### config.mk
export PLATFORM = sky130hd
export DESIGN_NAME = beat_decode
export DESIGN_NICKNAME = d
export VERILOG_FILES = /design/src/conv_pkg.sv /design/src/delay_line.sv /design/src/beat_decode.sv
export SDC_FILE = /design/constraint.sdc
export NUM_CORES = 1
export LEC_CHECK = 0
export BUFFER_PORTS_ARGS = -buffer_cell sky130_fd_sc_hd__buf_2
export CAP_MARGIN = 20
export CELL_PAD_IN_SITES_DETAIL_PLACEMENT = 0
export CELL_PAD_IN_SITES_GLOBAL_PLACEMENT = 1
export CORE_MARGIN = 5
export CORE_UTILIZATION = 36
export CTS_CLUSTER_DIAMETER = 200
export DETAILED_ROUTE_END_ITERATION = 8
export PLACE_DENSITY = 0.61
export SLEW_MARGIN = 15
export SYNTH_ARGS = -nofsm -noshare
export SYNTH_HDL_FRONTEND = slang
export SYNTH_SLANG_ARGS = --single-unit
### constraint.sdc
create_clock -name clk -period 1.5 [get_ports clk]
set_input_delay 0.15 -clock clk [delete_from_list [all_inputs] [get_ports clk]]
set_output_delay 0.15 -clock clk [all_outputs]
set_load 0.005 [all_outputs]
### src/conv_pkg.sv
/*
  Convolution engine shared definitions.
  User-word bit layout, m_user layout and kernel-width encoding.
*/
package conv_pkg;

  // ----------------------------------------
  // Input user word
  // ----------------------------------------
  localparam int user_w         = 6;
  localparam int i_not_max      = 0;  // Passed through to m_user.
  localparam int i_bottom_block = 1;  // Passed through to m_user.
  localparam int i_cin_last     = 2;  // Closes a group of input channels.
  localparam int i_w_first      = 3;  // Clears the running sums.
  localparam int i_kw2          = 4;  // Kernel width select.
  // Bit 5 is spare and ignored.

  // ----------------------------------------
  // Output user word
  // ----------------------------------------
  localparam int user_out_w     = 2;
  localparam int o_not_max      = 0;
  localparam int o_bottom_block = 1;

  // ----------------------------------------
  // Kernel width
  // ----------------------------------------
  localparam int   kw_max = 3;     // Widest kernel.
  localparam logic kw2_k1 = 1'b0;  // Kernel width 1.
  localparam logic kw2_k3 = 1'b1;  // Kernel width 3.

endpackage

### src/delay_line.sv
/*
  Delay line. N clock-enabled register stages over any payload type.
*/
`timescale 1ns/1ps

module delay_line #(
  parameter type payload_t = logic,
  parameter int  N         = 1
) (
  input  logic     clk,
  input  logic     arst_n,
  input  logic     en,
  input  payload_t d,
  output payload_t q
);

  generate
    if (N == 0) begin : g_pass
      assign q = d;  // No stages.
    end else begin : g_stages
      payload_t stage [N];

      always_ff @(posedge clk or negedge arst_n) begin
        if (!arst_n) begin
          for (int i = 0; i < N; i++) begin
            stage[i] <= '0;
          end
        end else if (en) begin
          stage[0] <= d;
          for (int i = 1; i < N; i++) begin
            stage[i] <= stage[i-1];
          end
        end
      end

      assign q = stage[N-1];
    end
  endgenerate

endmodule

### src/beat_decode.sv
/*
  Beat decoder. Tracks each beat's flags through the multiplier and
  accumulator stages and sequences the kernel-width-3 drain and shift.
*/
`timescale 1ns/1ps

module beat_decode #(
  parameter int LATENCY_MUL = 2,
  parameter int LATENCY_ACC = 2
) (
  input  logic                         clk,
  input  logic                         arst_n,
  input  logic                         clken,
  input  logic                         s_valid,
  input  logic                         s_last,
  input  logic [conv_pkg::user_w-1:0]  s_user,
  output logic                         s_ready,
  output logic                         mul_en,
  output logic                         shift_en,
  output logic                         clear_sum,
  output logic                         acc_kw2,
  output logic                         group_done,
  output logic                         done_last,
  output logic [conv_pkg::user_w-1:0]  done_user
);

  localparam int drain_len = LATENCY_MUL + LATENCY_ACC;
  localparam int cnt_w     = $clog2(drain_len + 1);

  typedef struct packed {
    logic                        vld;
    logic                        last;
    logic [conv_pkg::user_w-1:0] user;
  } beat_t;

  typedef enum logic [1:0] {st_run, st_drain, st_shift} state_t;

  state_t                      state;
  logic [cnt_w-1:0]            cnt;
  logic                        done_k3;
  logic                        grp_last;
  logic [conv_pkg::user_w-1:0] grp_user;
  logic                        close_k3;
  logic                        done_k1;
  beat_t                       beat_in;
  beat_t                       mul_q;
  beat_t                       acc_q;

  assign s_ready = clken && (state == st_run);
  assign mul_en  = s_ready && s_valid;  // Beat accepted.
  assign beat_in = '{vld: mul_en, last: s_last, user: s_user};

  // ----------------------------------------
  // Flag pipeline
  // ----------------------------------------
  delay_line #(.payload_t(beat_t), .N(LATENCY_MUL)) mul_dly_i (
    .clk    (clk),
    .arst_n (arst_n),
    .en     (clken),
    .d      (beat_in),
    .q      (mul_q)
  );

  delay_line #(.payload_t(beat_t), .N(LATENCY_ACC)) acc_dly_i (
    .clk    (clk),
    .arst_n (arst_n),
    .en     (clken),
    .d      (mul_q),
    .q      (acc_q)
  );

  assign clear_sum = mul_q.vld && mul_q.user[conv_pkg::i_w_first];

  // Kernel width of the beats entering the accumulators.
  always_ff @(posedge clk or negedge arst_n) begin
    if (!arst_n) begin
      acc_kw2 <= conv_pkg::kw2_k1;
    end else if (clken && acc_q.vld) begin
      acc_kw2 <= acc_q.user[conv_pkg::i_kw2];
    end
  end

  // ----------------------------------------
  // Drain and shift FSM
  // ----------------------------------------
  assign close_k3 = mul_en && s_user[conv_pkg::i_cin_last] &&
                    (s_user[conv_pkg::i_kw2] == conv_pkg::kw2_k3);

  always_ff @(posedge clk or negedge arst_n) begin
    if (!arst_n) begin
      state    <= st_run;
      cnt      <= '0;
      done_k3  <= 1'b0;
      grp_last <= 1'b0;
      grp_user <= '0;
    end else if (clken) begin
      done_k3 <= (state == st_shift);  // One cycle after the shift.
      case (state)
        st_run: begin
          if (close_k3) begin
            state    <= st_drain;
            cnt      <= '0;
            grp_last <= s_last;
            grp_user <= s_user;
          end
        end
        st_drain: begin
          if (cnt == cnt_w'(drain_len - 1)) begin
            state <= st_shift;
          end else begin
            cnt <= cnt + 1'b1;
          end
        end
        st_shift: state <= st_run;
        default:  state <= st_run;
      endcase
    end
  end

  assign shift_en = (state == st_shift);

  assign done_k1 = acc_q.vld && acc_q.user[conv_pkg::i_cin_last] &&
                   (acc_q.user[conv_pkg::i_kw2] == conv_pkg::kw2_k1);

  assign group_done = done_k3 || done_k1;
  assign done_last  = done_k3 ? grp_last : acc_q.last;
  assign done_user  = done_k3 ? grp_user : acc_q.user;

endmodule

==> flow_metrics.env <==
export IMPL_die_w_um=83.7
export IMPL_core_rowCount=26
export IMPL_io_pins=24
export IMPL_slowest_delay_ps=510
export IMPL_slew_headroom_pct=83.6
export IMPL_drtIter0Drc=45
export IMPL_h_tree_depth=2
export IMPL_avgSynthCellArea_um2=14.7
export IMPL_hold_class="input port to flop"
export IMPL_core_area_mm2=0.00520
export IMPL_synth_seq_cells=46
export IMPL_drive_gt1_share_pct=55.2
export IMPL_syn_area_mm2=0.00196
export IMPL_routed_via_density=4.65
export IMPL_crit_type="flop to output port"
export IMPL_area_growth_pct=17.9
export IMPL_clock_skew_final_ps=2.17
export IMPL_numCtsBuffers=5
export IMPL_rsz0062_at_grt="yes"
export IMPL_crit_path_top_delay_cell="dfrtp_2"
export IMPL_hold_violations=0
export IMPL_clock_root_buffer="clkbuf_8"
export IMPL_first_pass_iters=4
export IMPL_path_clk_slew_ps=80
export IMPL_power_density_mw_per_mm2=1470
export IMPL_peakVddDrop_mv=0.630
export IMPL_hpwlAfterDp_mm=2.28
export IMPL_vias=1092
export IMPL_worstPathArrival_ps=1290
export IMPL_antennaDiodeCount=0
export IMPL_reg2reg_slack_ps=100
export IMPL_drcViolationCount=0
export IMPL_syn_inst=133
export IMPL_startpoint="done_k3"
export IMPL_synth_main_ff_cell="dfrtp_1"
export IMPL_dieArea_mm2=0.00701
export IMPL_cts_tree="yes"
export IMPL_clk_path_buf_depth=2
export IMPL_start_util_pct=37.6
export IMPL_port_buffers=23
export IMPL_cp_cell_sequence="mux2_2 > buf_2"
export IMPL_setup_viol=0
export IMPL_grt_overflow_total=0
export IMPL_totalWireLength_mm=3.23
export IMPL_fmax_mhz=692
export IMPL_ys_warnings_count=0
export IMPL_whs_ps=103
export IMPL_synth_seq_area_share_pct=58.8
export IMPL_die_y_um=83.7
export IMPL_post_synth_top_area_fraction_pct=58.8
export IMPL_required_ps=1350
export IMPL_synth_top_area_cell="dfrtp_1"
export IMPL_min_from="s_user[5]"
export IMPL_end_kind="output port"
export IMPL_clk_latency_ps=290
export IMPL_cp_max_fo=9
export IMPL_final_nets=177
export IMPL_routedWlPerCell_um=13.7
export IMPL_worstMarginPinSlew_ps=246
export IMPL_status="complete, no violations"
export IMPL_grt_pass1_vias=1164
export IMPL_maxCapViolCount=0
export IMPL_grt_start_max_net_pins=47
export IMPL_yosysUniqueCellTypes=23
export IMPL_ant_nets=0
export IMPL_grt_usage_pct=10.2
export IMPL_r2r_start="cnt[1]"
export IMPL_leakage_nw=1.04
export IMPL_crit_path_start_kind="flop"
export IMPL_synth_fp_nets=146
export IMPL_slew_viol_final=0
export IMPL_antenna_found_initial=0
export IMPL_final_util_pct=44.3
export IMPL_async_reset_ff_share_pct=100
export IMPL_cts_sinks=46
export IMPL_post_synth_top_count_cell="dfrtp_1"
export IMPL_place_congestion=0.706
export IMPL_period_share_pct=96.3
export IMPL_finalCriticalPeriod_ps=1440
export IMPL_synth_edf_count=0
export IMPL_grt_pass1_wl_mm=5.73
export IMPL_synth_top_cells_by_area="dfrtp_1 (59%), mux2_2 (26%), nand4bb_4 (1.4%)"
export IMPL_synth_common_cells="dfrtp_1 (46), mux2_2 (45), nand2_1 (7)"
-- timing repair --
item / in CTS / in global routing
pin swaps: 0 / 3
buffers inserted: 0 / 1
hold buffers: 1 / 0
endpoints found under the setup margin: 7 / 4
endpoints found under the hold margin: 46 / 0
resized for setup: 1 / 6
-- cell type report --
cell class | count | area, um2
Fill cell | 500 | 2900
Sequential cell | 46 | 1150
Multi-Input combinational cell | 78 | 762
Timing Repair Buffer | 30 | 199
Tap cell | 70 | 87.6
Clock buffer | 6 | 82.6
Clock inverter | 2 | 12.5
Inverter | 3 | 11.3
-- cell usage in the layout, fill, tap and decap left out, drive strengths merged --
master	instances
dfrtp	46
mux2	45
buf	29
nand2	7
clkbuf	6
o21ai	5
or2	4
inv	3
a22o	3
nand2b	3
ha	2
nor2	2
and2	1
nor2b	1
o21bai	1
nand4bb	1
a21o	1
a31oi	1
o31ai	1
clkinvlp	1
clkinv	1
dlygate4sd3	1
-- final timing paths --
check / endpoint / cells after the start
setup reg to reg: cnt[0] / 5
min in group asynchronous: mul_dly_i.g_stages.stage[11] / 3
hold / removal: mul_dly_i.g_stages.stage[13] / 2
hold reg to reg: grp_user[2] / 1
setup / recovery: done_user[2] / 2
max in group asynchronous: done_k3 / 3
-- stage by stage --
step	cell area (um2)	worst slack, ps	total power [mW]	instances	setup TNS, ps
after floorplan	1960	69.6	2.34	133	0
after global placement	2180	83.0	2.59	225	0
after detailed placement	2180	22.1	2.63	225	0
after CTS	2290	0.0755	3.42	234	0
after global routing	2310	-3.69	3.63	235	-3.69
final	2310	55.2	3.39	235	0
-- cell families (layout without fill, tap and decap cells) --
kind of cell	Yosys count	in the layout	share of synthesized area, %
AOI/OAI and AO/OA	12	12	4.09
muxes	45	45	25.9
buffers and inverters	9	41	2.68
DFF	46	46	58.8
and+or+nand+nor	19	19	7.23
adders and majority gates	2	2	1.28
-- metal layers --
metal | up-vias | part of all wire, % | track usage [%]
li1 | 531 | - | -
met1 | 543 | 47 | 13.3
met2 | 13 | 48 | 15.9
met3 | 5 | 3.8 | 3.55
met4 | 0 | 1.4 | 3.07
met5 | - | 0 | 0
-- where the power goes --
part           internal, mW  switching (mW)
Combinational         0.545           0.332
Sequential             1.56           0.188
Clock                 0.370           0.394
-- state kept, by name (all words and copies together), names as in the netlist, 2 cells and up --
name and count:
state 2, mul_dly_i.g_stages.stage 8, grp_user 6, cnt 3, acc_dly_i.g_stages.stage 8, mul_dly_i.q 8
acc_dly_i.q 8
-- worst max-delay path, delay by kind of cell (launching register included) --
kind,cells,cell delay [ps]
flip-flops,1,510
multiplexers,1,370
buffers and inverters,1,130
No activity file was read; power rests on OpenSTA's default activity.
